$ cat src/hw/lcd_pkg.sv
`default_nettype none

package lcd_pkg;

    // ----------------------------------------------------------------------
    // widths
    // ----------------------------------------------------------------------
    typedef logic [3:0]  nibble_t;     // one 4-bit bus transfer
    typedef logic [7:0]  lcd_byte_t;   // command or character code
    typedef logic [4:0]  char_idx_t;   // text buffer index
    typedef logic [5:0]  wb_addr_t;    // register address
    typedef logic [7:0]  wb_data_t;    // register data
    typedef logic [19:0] dly_cnt_t;    // covers the 750000-cycle power-up

    // ----------------------------------------------------------------------
    // buffer geometry
    // ----------------------------------------------------------------------
    localparam int TEXT_LEN = 32;      // two rows
    localparam int ROW_LEN  = 16;      // chars per row

    // ----------------------------------------------------------------------
    // HD44780 codes
    // ----------------------------------------------------------------------
    localparam nibble_t   NIB_WAKE       = 4'h3;   // 8-bit wake, sent three times
    localparam nibble_t   NIB_4BIT       = 4'h2;   // switch to 4-bit bus
    localparam lcd_byte_t CMD_FUNC_SET   = 8'h28;  // 4-bit, 2 lines, 5x8
    localparam lcd_byte_t CMD_ENTRY_MODE = 8'h06;  // increment, no shift
    localparam lcd_byte_t CMD_DISP_ON    = 8'h0C;  // display on, cursor off
    localparam lcd_byte_t CMD_CLEAR      = 8'h01;  // slow one
    localparam lcd_byte_t ROW0_ADDR      = 8'h80;  // ddram 0x00
    localparam lcd_byte_t ROW1_ADDR      = 8'hC0;  // ddram 0x40

    // ----------------------------------------------------------------------
    // register map
    // ----------------------------------------------------------------------
    localparam wb_addr_t REG_TEXT_BASE = 6'd0;   // 32 text bytes
    localparam wb_addr_t REG_CTRL      = 6'd32;  // bit 0 starts a refresh
    localparam wb_addr_t REG_STATUS    = 6'd33;  // bit 0 busy, bit 1 ready

    // ----------------------------------------------------------------------
    // state machines
    // ----------------------------------------------------------------------
    typedef enum logic [3:0] {
        S_PWR,          // power-up wait
        S_INIT_SEND,    // wake nibble or config byte
        S_INIT_ACK,
        S_INIT_DLY,     // wait after a wake nibble
        S_IDLE,
        S_ADDR_SEND,    // row address
        S_ADDR_ACK,
        S_CHAR_SEND,
        S_CHAR_ACK
    } seq_state_t;

    typedef enum logic [1:0] {
        W_IDLE,
        W_E_HI,         // enable pulse
        W_GAP,          // low time between nibbles
        W_POST          // command execution wait
    } wr_state_t;

endpackage

`default_nettype wire
$ cat src/hw/lcd_ctrl_top.sv
`timescale 1ns/10ps
`default_nettype none

module lcd_ctrl_top #(
    parameter int unsigned T_POWER      = 750000,  // power-up
    parameter int unsigned T_WAKE1      = 205000,
    parameter int unsigned T_WAKE2      = 500,
    parameter int unsigned T_CMD        = 2000,    // ordinary command
    parameter int unsigned T_CLEAR      = 82000,   // clear display
    parameter int unsigned T_E_PULSE    = 12,
    parameter int unsigned T_NIBBLE_GAP = 50
) (
    input  logic              clk,
    input  logic              rst,
    input  logic              wb_cyc,
    input  logic              wb_stb,
    input  logic              wb_we,
    input  lcd_pkg::wb_addr_t wb_adr,
    input  lcd_pkg::wb_data_t wb_dat_w,
    output lcd_pkg::wb_data_t wb_dat_r,
    output logic              wb_ack,
    output logic              lcd_e,
    output logic              lcd_rs,
    output lcd_pkg::nibble_t  lcd_data
);
    import lcd_pkg::*;

    logic      busy, ready, refresh_req;
    char_idx_t char_idx;
    lcd_byte_t char_data;
    logic      wr_start, wr_done, wr_rs, wr_nibble_only;
    lcd_byte_t wr_byte;

    // ----------------------------------------------------------------------
    // host side, buffer and status
    // ----------------------------------------------------------------------
    lcd_wb_regs regs_i (
        .clk, .rst, .wb_cyc, .wb_stb, .wb_we, .wb_adr, .wb_dat_w,
        .busy, .ready, .char_idx,
        .wb_dat_r, .wb_ack, .refresh_req, .char_data
    );

    lcd_sequencer #(
        .T_POWER(T_POWER), .T_WAKE1(T_WAKE1), .T_WAKE2(T_WAKE2), .T_CMD(T_CMD)
    ) seq_i (
        .clk, .rst, .refresh_req, .wr_done, .char_data,
        .busy, .ready, .char_idx, .wr_start, .wr_rs, .wr_nibble_only, .wr_byte
    );

    // LCD pin driver
    lcd_bus_writer #(
        .T_E_PULSE(T_E_PULSE), .T_NIBBLE_GAP(T_NIBBLE_GAP),
        .T_CMD(T_CMD), .T_CLEAR(T_CLEAR)
    ) wr_i (
        .clk, .rst, .wr_start, .wr_rs, .wr_nibble_only, .wr_byte,
        .wr_done, .lcd_e, .lcd_rs, .lcd_data
    );

endmodule

`default_nettype wire

$ cat src/hw/lcd_wb_regs.sv
`timescale 1ns/10ps
`default_nettype none

module lcd_wb_regs (
    input  logic               clk,
    input  logic               rst,
    input  logic               wb_cyc,
    input  logic               wb_stb,
    input  logic               wb_we,
    input  lcd_pkg::wb_addr_t  wb_adr,
    input  lcd_pkg::wb_data_t  wb_dat_w,
    input  logic               busy,       // from sequencer
    input  logic               ready,
    input  lcd_pkg::char_idx_t char_idx,
    output lcd_pkg::wb_data_t  wb_dat_r,   // valid with wb_ack
    output logic               wb_ack,
    output logic               refresh_req,
    output lcd_pkg::lcd_byte_t char_data
);
    import lcd_pkg::*;

    lcd_byte_t text_buf [TEXT_LEN];  // row 0 then row 1
    logic      acc;                  // new access this cycle
    logic      wr_ok;                // write allowed
    logic      text_hit;
    wb_addr_t  txt_off;
    wb_data_t  rd_mux;

    assign acc      = wb_cyc && wb_stb && !wb_ack;
    assign wr_ok    = acc && wb_we && !busy;
    assign txt_off  = wb_adr - REG_TEXT_BASE;
    assign text_hit = txt_off < wb_addr_t'(TEXT_LEN);

    // sequencer reads straight out of the buffer
    assign char_data = text_buf[char_idx];

    // ----------------------------------------------------------------------
    // read decode
    // ----------------------------------------------------------------------
    always_comb begin
        if (text_hit) begin
            rd_mux = text_buf[char_idx_t'(txt_off)];
        end else if (wb_adr == REG_STATUS) begin
            rd_mux = {6'b0, ready, busy};
        end else begin
            rd_mux = '0;  // ctrl and unmapped
        end
    end

    // ----------------------------------------------------------------------
    // bus handshake and refresh strobe
    // ----------------------------------------------------------------------
    always_ff @(posedge clk or posedge rst) begin
        if (rst) begin
            wb_ack      <= 1'b0;
            wb_dat_r    <= '0;
            refresh_req <= 1'b0;
        end else begin
            wb_ack      <= acc;  // one cycle, stb is dropped after it
            refresh_req <= 1'b0;
            if (acc && !wb_we) begin
                wb_dat_r <= rd_mux;
            end
            if (wr_ok && wb_adr == REG_CTRL && wb_dat_w[0]) begin
                refresh_req <= 1'b1;  // ignored while busy
            end
        end
    end

    // ----------------------------------------------------------------------
    // text buffer, blank on reset
    // ----------------------------------------------------------------------
    always_ff @(posedge clk or posedge rst) begin
        if (rst) begin
            for (int i = 0; i < TEXT_LEN; i++) begin
                text_buf[i] <= 8'h20;  // space
            end
        end else if (wr_ok && text_hit) begin
            text_buf[char_idx_t'(txt_off)] <= wb_dat_w;
        end
    end

endmodule

`default_nettype wire

$ cat src/hw/lcd_sequencer.sv
`timescale 1ns/10ps
`default_nettype none

module lcd_sequencer #(
    parameter int unsigned T_POWER = 750000,
    parameter int unsigned T_WAKE1 = 205000,
    parameter int unsigned T_WAKE2 = 500,
    parameter int unsigned T_CMD   = 2000
) (
    input  logic               clk,
    input  logic               rst,
    input  logic               refresh_req,     // from register block
    input  logic               wr_done,
    input  lcd_pkg::lcd_byte_t char_data,       // buffer read at char_idx
    output logic               busy,
    output logic               ready,           // configuration done
    output lcd_pkg::char_idx_t char_idx,
    output logic               wr_start,
    output logic               wr_rs,
    output logic               wr_nibble_only,
    output lcd_pkg::lcd_byte_t wr_byte
);
    import lcd_pkg::*;

    seq_state_t state;
    dly_cnt_t   cnt;
    logic [2:0] step;       // 0..3 wake nibbles, 4..7 config bytes
    lcd_byte_t  init_byte;
    dly_cnt_t   wake_dly;

    // ----------------------------------------------------------------------
    // start-up tables
    // ----------------------------------------------------------------------
    always_comb begin
        case (step)
            3'd0, 3'd1, 3'd2: init_byte = {4'h0, NIB_WAKE};
            3'd3:             init_byte = {4'h0, NIB_4BIT};
            3'd4:             init_byte = CMD_FUNC_SET;
            3'd5:             init_byte = CMD_ENTRY_MODE;
            3'd6:             init_byte = CMD_DISP_ON;
            default:          init_byte = CMD_CLEAR;
        endcase
    end

    always_comb begin
        case (step[1:0])
            2'd0:    wake_dly = dly_cnt_t'(T_WAKE1 - 1);  // after first 0x3
            2'd1:    wake_dly = dly_cnt_t'(T_WAKE2 - 1);  // after second
            default: wake_dly = dly_cnt_t'(T_CMD - 1);    // third and 0x2
        endcase
    end

    // ----------------------------------------------------------------------
    // sequence FSM
    // ----------------------------------------------------------------------
    always_ff @(posedge clk or posedge rst) begin
        if (rst) begin
            state          <= S_PWR;
            cnt            <= dly_cnt_t'(T_POWER - 1);
            step           <= '0;
            char_idx       <= '0;
            busy           <= 1'b1;  // held through the first refresh
            ready          <= 1'b0;
            wr_start       <= 1'b0;
            wr_rs          <= 1'b0;
            wr_nibble_only <= 1'b0;
            wr_byte        <= '0;
        end else begin
            wr_start <= 1'b0;  // pulse
            case (state)
                S_PWR: begin
                    if (cnt == '0) begin
                        state <= S_INIT_SEND;
                    end else begin
                        cnt <= cnt - 1'b1;
                    end
                end
                S_INIT_SEND: begin
                    wr_start       <= 1'b1;
                    wr_rs          <= 1'b0;
                    wr_nibble_only <= ~step[2];  // first four are bare nibbles
                    wr_byte        <= init_byte;
                    state          <= S_INIT_ACK;
                end
                S_INIT_ACK: begin
                    if (wr_done) begin
                        if (!step[2]) begin
                            cnt   <= wake_dly;
                            state <= S_INIT_DLY;
                        end else if (step == 3'd7) begin
                            ready <= 1'b1;  // clear sent, go straight to refresh
                            state <= S_ADDR_SEND;
                        end else begin
                            step  <= step + 3'd1;
                            state <= S_INIT_SEND;
                        end
                    end
                end
                S_INIT_DLY: begin
                    if (cnt == '0) begin
                        step  <= step + 3'd1;
                        state <= S_INIT_SEND;
                    end else begin
                        cnt <= cnt - 1'b1;
                    end
                end
                S_IDLE: begin
                    if (refresh_req) begin
                        busy  <= 1'b1;
                        state <= S_ADDR_SEND;
                    end
                end
                S_ADDR_SEND: begin
                    wr_start       <= 1'b1;
                    wr_rs          <= 1'b0;
                    wr_nibble_only <= 1'b0;
                    wr_byte        <= (char_idx < char_idx_t'(ROW_LEN)) ? ROW0_ADDR
                                                                         : ROW1_ADDR;
                    state          <= S_ADDR_ACK;
                end
                S_ADDR_ACK: if (wr_done) state <= S_CHAR_SEND;
                S_CHAR_SEND: begin
                    wr_start       <= 1'b1;
                    wr_rs          <= 1'b1;       // data register
                    wr_nibble_only <= 1'b0;
                    wr_byte        <= char_data;  // writer latches it
                    state          <= S_CHAR_ACK;
                end
                S_CHAR_ACK: begin
                    if (wr_done) begin
                        if (char_idx == char_idx_t'(TEXT_LEN - 1)) begin
                            char_idx <= '0;
                            busy     <= 1'b0;  // refresh finished
                            state    <= S_IDLE;
                        end else begin
                            char_idx <= char_idx + 1'b1;
                            // row 1 address goes in after index 15
                            state    <= (char_idx == char_idx_t'(ROW_LEN - 1)) ? S_ADDR_SEND
                                                                                : S_CHAR_SEND;
                        end
                    end
                end
                default: state <= S_IDLE;
            endcase
        end
    end

endmodule

`default_nettype wire

$ cat src/hw/lcd_bus_writer.sv
`timescale 1ns/10ps
`default_nettype none

module lcd_bus_writer #(
    parameter int unsigned T_E_PULSE    = 12,
    parameter int unsigned T_NIBBLE_GAP = 50,
    parameter int unsigned T_CMD        = 2000,
    parameter int unsigned T_CLEAR      = 82000
) (
    input  logic               clk,
    input  logic               rst,
    input  logic               wr_start,        // one-cycle request
    input  logic               wr_rs,
    input  logic               wr_nibble_only,  // low nibble of wr_byte only
    input  lcd_pkg::lcd_byte_t wr_byte,
    output logic               wr_done,         // one-cycle pulse
    output logic               lcd_e,
    output logic               lcd_rs,
    output lcd_pkg::nibble_t   lcd_data
);
    import lcd_pkg::*;

    wr_state_t state;
    dly_cnt_t  cnt;         // counts down to 0
    lcd_byte_t byte_q;      // latched request
    logic      nib_only_q;
    logic      lo_phase;    // lower nibble on the bus
    dly_cnt_t  post_dly;

    // clear needs the long wait, everything else the short one
    assign post_dly = (!lcd_rs && byte_q == CMD_CLEAR) ? dly_cnt_t'(T_CLEAR - 1)
                                                       : dly_cnt_t'(T_CMD - 1);

    always_ff @(posedge clk) begin
        if (state == W_IDLE && wr_start) begin
            byte_q     <= wr_byte;
            nib_only_q <= wr_nibble_only;
        end
    end

    // ----------------------------------------------------------------------
    // pulse FSM
    // ----------------------------------------------------------------------
    always_ff @(posedge clk or posedge rst) begin
        if (rst) begin
            state    <= W_IDLE;
            cnt      <= '0;
            lo_phase <= 1'b0;
            wr_done  <= 1'b0;
            lcd_e    <= 1'b0;
            lcd_rs   <= 1'b0;
            lcd_data <= '0;
        end else begin
            wr_done <= 1'b0;  // pulse
            case (state)
                W_IDLE: begin
                    if (wr_start) begin
                        lcd_rs   <= wr_rs;
                        lcd_data <= wr_nibble_only ? wr_byte[3:0] : wr_byte[7:4];
                        lcd_e    <= 1'b1;  // data and e move together
                        cnt      <= dly_cnt_t'(T_E_PULSE - 1);
                        lo_phase <= 1'b0;
                        state    <= W_E_HI;
                    end
                end
                W_E_HI: begin
                    if (cnt == '0) begin
                        lcd_e <= 1'b0;  // falling edge latches the nibble
                        if (nib_only_q) begin
                            wr_done <= 1'b1;  // wake nibbles, caller times the wait
                            state   <= W_IDLE;
                        end else if (!lo_phase) begin
                            cnt   <= dly_cnt_t'(T_NIBBLE_GAP - 1);
                            state <= W_GAP;
                        end else begin
                            cnt   <= post_dly;
                            state <= W_POST;
                        end
                    end else begin
                        cnt <= cnt - 1'b1;
                    end
                end
                W_GAP: begin
                    if (cnt == '0) begin
                        lcd_data <= byte_q[3:0];  // lower nibble
                        lcd_e    <= 1'b1;
                        cnt      <= dly_cnt_t'(T_E_PULSE - 1);
                        lo_phase <= 1'b1;
                        state    <= W_E_HI;
                    end else begin
                        cnt <= cnt - 1'b1;
                    end
                end
                W_POST: begin
                    if (cnt == '0) begin
                        wr_done <= 1'b1;
                        state   <= W_IDLE;
                    end else begin
                        cnt <= cnt - 1'b1;
                    end
                end
                default: state <= W_IDLE;
            endcase
        end
    end

endmodule

`default_nettype wire

$ cat config.mk
export PLATFORM = sky130hd
export DESIGN_NAME = lcd_ctrl_top
export DESIGN_NICKNAME = d
export VERILOG_FILES = /design/src/hw/lcd_pkg.sv /design/src/hw/lcd_ctrl_top.sv /design/src/hw/lcd_wb_regs.sv /design/src/hw/lcd_sequencer.sv /design/src/hw/lcd_bus_writer.sv
export SDC_FILE = /design/constraint.sdc
export NUM_CORES = 1
export LEC_CHECK = 0
export BUFFER_PORTS_ARGS = -buffer_cell sky130_fd_sc_hd__buf_2
export CAP_MARGIN = 20
export CORE_ASPECT_RATIO = 1.25
export CORE_MARGIN = 4
export CORE_UTILIZATION = 45
export CTS_CLUSTER_DIAMETER = 50
export DETAILED_ROUTE_END_ITERATION = 8
export SLEW_MARGIN = 20
export SYNTH_ARGS = -nofsm -noshare
export SYNTH_HDL_FRONTEND = slang
export SYNTH_SLANG_ARGS = --single-unit
$ cat constraint.sdc
create_clock -name clk -period 16.5 [get_ports clk]
set_input_delay 0.825 -clock clk [delete_from_list [all_inputs] [get_ports clk]]
set_output_delay 0.825 -clock clk [all_outputs]
set_load 0.02 [all_outputs]
==> impl_metrics.ini <==
[synthesis]
async_flop_share_pct = 97.43
yosysSeqAreaShare_pct = 47.24
synth-edff-count = 9
yosysWarnings = 0
synth_fp_nets = 1476
dominantRegCellSynth = sky130_fd_sc_hd__dfrtp_1
synthesis.area_per_instance_um2 = 13.00
count_of_cell_types_in_the_netlist = 81
ys_ff_latch = 350
synthCells = 1443
mapped_cell_area_um2 = 18760

[placed_design]
pre_cts_ws_ns = 12.72
weighted_congestion_at_the_end_of_routability_driven_global_placement = 0.9133
placement.io_buffers = 33
place.detailed.instances = 1950
detailed_place_hpwl_um = 35030
detailed_place.area_um2 = 19350

[floorplan]
initial_core_util_pct = 45.62
die-height_um = 236.3
io_pins = 34
placeableCoreArea_um2 = 41120
die-area_um2 = 45040
fp.dieW_um = 190.6
core.rowCount = 83

[setup_path]
crit_type = flop to flop
startpoint_type = flop
cp_max_fo = 36
timing.critical_path.cells = buf_4 -> buf_4 -> mux4_2 -> a22o_1 -> a211oi_1 -> a21oi_1 -> a221o_1
timing.critical_path.mode_cell = sky130_fd_sc_hd__buf_4
critical-path-top-delay-family = buffers and inverters
crit_path_top_delay_cell = sky130_fd_sc_hd__dfrtp_4
slowest_delay_ns = 0.62
cp.arrival_ns = 3.97
timing.critical_path.required_ns = 16.95
crit_buf_inv = 2
r2r_slack_ns = 12.98
end_kind = flop

[detailed_routing]
drt_via_density = 6.272
top_routing_layer_in_use = met5
met3RoutedLength_um = 3338
firstDrtPassIters = 5
postRouteWirelength_um = 52170
via_count = 12740
drc = 0
routed-wl-met2_um = 25450
final_antenna_net_count = 0
wire_per_inst_um = 25.68
metal1_wirelength_um = 21640
first_iter_violations = 1120

[grt]
grt_antenna_before_repair = 4
track_usage_pct = 23.27
grt_pass1_wl_um = 80370
grt_max_degree = 127
number_of_global_route_vias_before_repair = 12750
grt-ovfl-total = 0

[clock_network]
post_cts_resize_count = 0
cts_max_level = 2
ctsRootBufferMaster = sky130_fd_sc_hd__clkbuf_16
post_cts_buffers = 0
tritoncts = yes
cts-hold-fix-buffers = 0
cts_clock_pin_slew_for_the_worst_setup_and_hold_paths_ns = 0.06
clk_latency_worst_skew_pair_ns = 0.57
clock_tree.buffer_depth = 3
cts_buf_count = 43
numClockSinks = 350

[cells_and_area]
final_nets = 1476
layout.cells.most_common_list = sky130_fd_sc_hd__dfrtp_1, sky130_fd_sc_hd__mux2_2, sky130_fd_sc_hd__mux4_2, sky130_fd_sc_hd__nor2_1, sky130_fd_sc_hd__o21ai_0
fillers = 3629
layout_commonest_cell = sky130_fd_sc_hd__dfrtp_1
sequential_cell_area_um2 = 8866
finalInstanceArea_um2 = 20850
drive_above_1_share_pct = 41.20
final_cells = 2032
multiInputGateArea_um2 = 9424
area_growth_syn_to_layout_pct = 11.14

[sta]
fin_crit_ns = 3.519
clock.fmax_mhz = 284.2
hold_violations = 0
setup_viol = 0
final_critical_path_setup_slack_ns = 12.98
worstMarginPinSlew_ns = 1.163
finalClockSkew_ns = 0.02103
totalNegativeSetupSlack_ns = 0
rsz0062_at_grt = no
slew_headroom_pct = 21.90
timing.final.crit_share_pct = 21.33
slew_viol_final = 0

[power]
cellLeakagePower_nw = 8.981
irDropWorstVdd_v = 0.00007776
pwr_density_cell_nw_per_um2 = 96.82

[outcome]
run_status = completed

[run]
maxCapViolations = 0

[worst_hold_path]
hp-class = input pin to async pin
cell type report:
class	count	area share (%)
multi-input cells	980	45.20
flip-flops and latches	350	42.53
clock buffers	58	5.767
well taps	552	3.313
clock inverters	22	1.398
repair buffers	48	1.374
inverters	20	0.3961
diodes	2	0.02401
state kept, by name, summed over array words and instances (netlist names), 2 cells and up:
signal / cells
seq_i.wr_byte: 8
wr_i.lcd_data: 4
seq_i.step: 3
regs_i.text_buf: 256
seq_i.state: 4
wr_i.byte_q: 8
seq_i.cnt: 20
seq_i.char_idx: 5
regs_i.wb_dat_r: 8
wr_i.state: 2
wr_i.cnt: 20
cells in the mapped netlist, types with 8 or more instances:
cell type	n	area share, %
sky130_fd_sc_hd__inv_1	19	0.38
sky130_fd_sc_hd__nor2_1	77	1.5
sky130_fd_sc_hd__dfrtp_1	295	39
sky130_fd_sc_hd__nand2_2	11	0.37
sky130_fd_sc_hd__clkbuf_1	49	0.98
sky130_fd_sc_hd__edfxtp_1	9	1.4
sky130_fd_sc_hd__nor2_2	24	0.80
sky130_fd_sc_hd__o221ai_1	10	0.47
sky130_fd_sc_hd__o21ai_0	52	1.4
sky130_fd_sc_hd__a21oi_1	51	1.4
sky130_fd_sc_hd__nor2b_1	10	0.33
sky130_fd_sc_hd__a22oi_1	45	1.8
sky130_fd_sc_hd__nor3_1	27	0.72
sky130_fd_sc_hd__nand3_1	25	0.67
sky130_fd_sc_hd__a31oi_1	13	0.43
sky130_fd_sc_hd__nand2_1	49	0.98
sky130_fd_sc_hd__nor4_1	11	0.37
sky130_fd_sc_hd__dfstp_2	46	6.4
sky130_fd_sc_hd__mux2_2	258	15
sky130_fd_sc_hd__buf_2	26	0.69
sky130_fd_sc_hd__ha_1	14	0.93
sky130_fd_sc_hd__mux2i_1	36	1.9
sky130_fd_sc_hd__nand4_1	17	0.57
sky130_fd_sc_hd__mux4_2	116	14
sky130_fd_sc_hd__xnor2_1	8	0.37
sky130_fd_sc_hd__buf_1	13	0.26
cells by family after synthesis:
| kind of cell | synth area share (%) |
|---|---|
| AOI/OAI and AO/OA | 7.744 |
| adders and majority gates | 0.9871 |
| buffers and inverters | 2.535 |
| DFF | 47.24 |
| xor gates and xnor gates | 0.6070 |
| and+or+nand+nor | 9.498 |
| muxes | 31.39 |
where the power goes:
group | switching [mW] | total [mW] | internal (mW)
clock network | 0.391 | 0.989 | 0.598
registers | 0.0213 | 0.913 | 0.891
logic | 0.0669 | 0.117 | 0.0504
total | 0.479 | 2.02 | 1.54
worst paths after layout:
check	end	depth (start not counted)	start
worst max register to register	seq_i.wr_byte[2]	7	seq_i.char_idx[0]
worst max-delay path	seq_i.wr_byte[2]	7	seq_i.char_idx[0]
worst min register to register	wr_i.byte_q[1]	0	seq_i.wr_byte[1]
worst min-delay path	wr_i.cnt[16]	2	rst
min in group clk	wr_i.byte_q[1]	0	seq_i.wr_byte[1]
max in group asynchronous	seq_i.char_idx[0]	4	rst
through the flow:
stage	power, mW	util [%]	hold slack [ns]
2_1_floorplan	1.004	-	0.4231
3_3_place_gp	1.041	47.04	0.4588
3_5_place_dp	1.045	47.04	0.4568
4_1_cts	2.040	50.68	0.4715
5_1_grt	2.087	50.68	0.4951
6_report	2.019	50.70	0.4318
metal layers:
layer | track usage (%) | vias up
met1 | 32.07 | 6658
met2 | 38.06 | 451
li1 | - | 5526
met5 | 0 | -
met3 | 3.863 | 107
met4 | 7.076 | 2
Power figures use the tool's default switching activity.
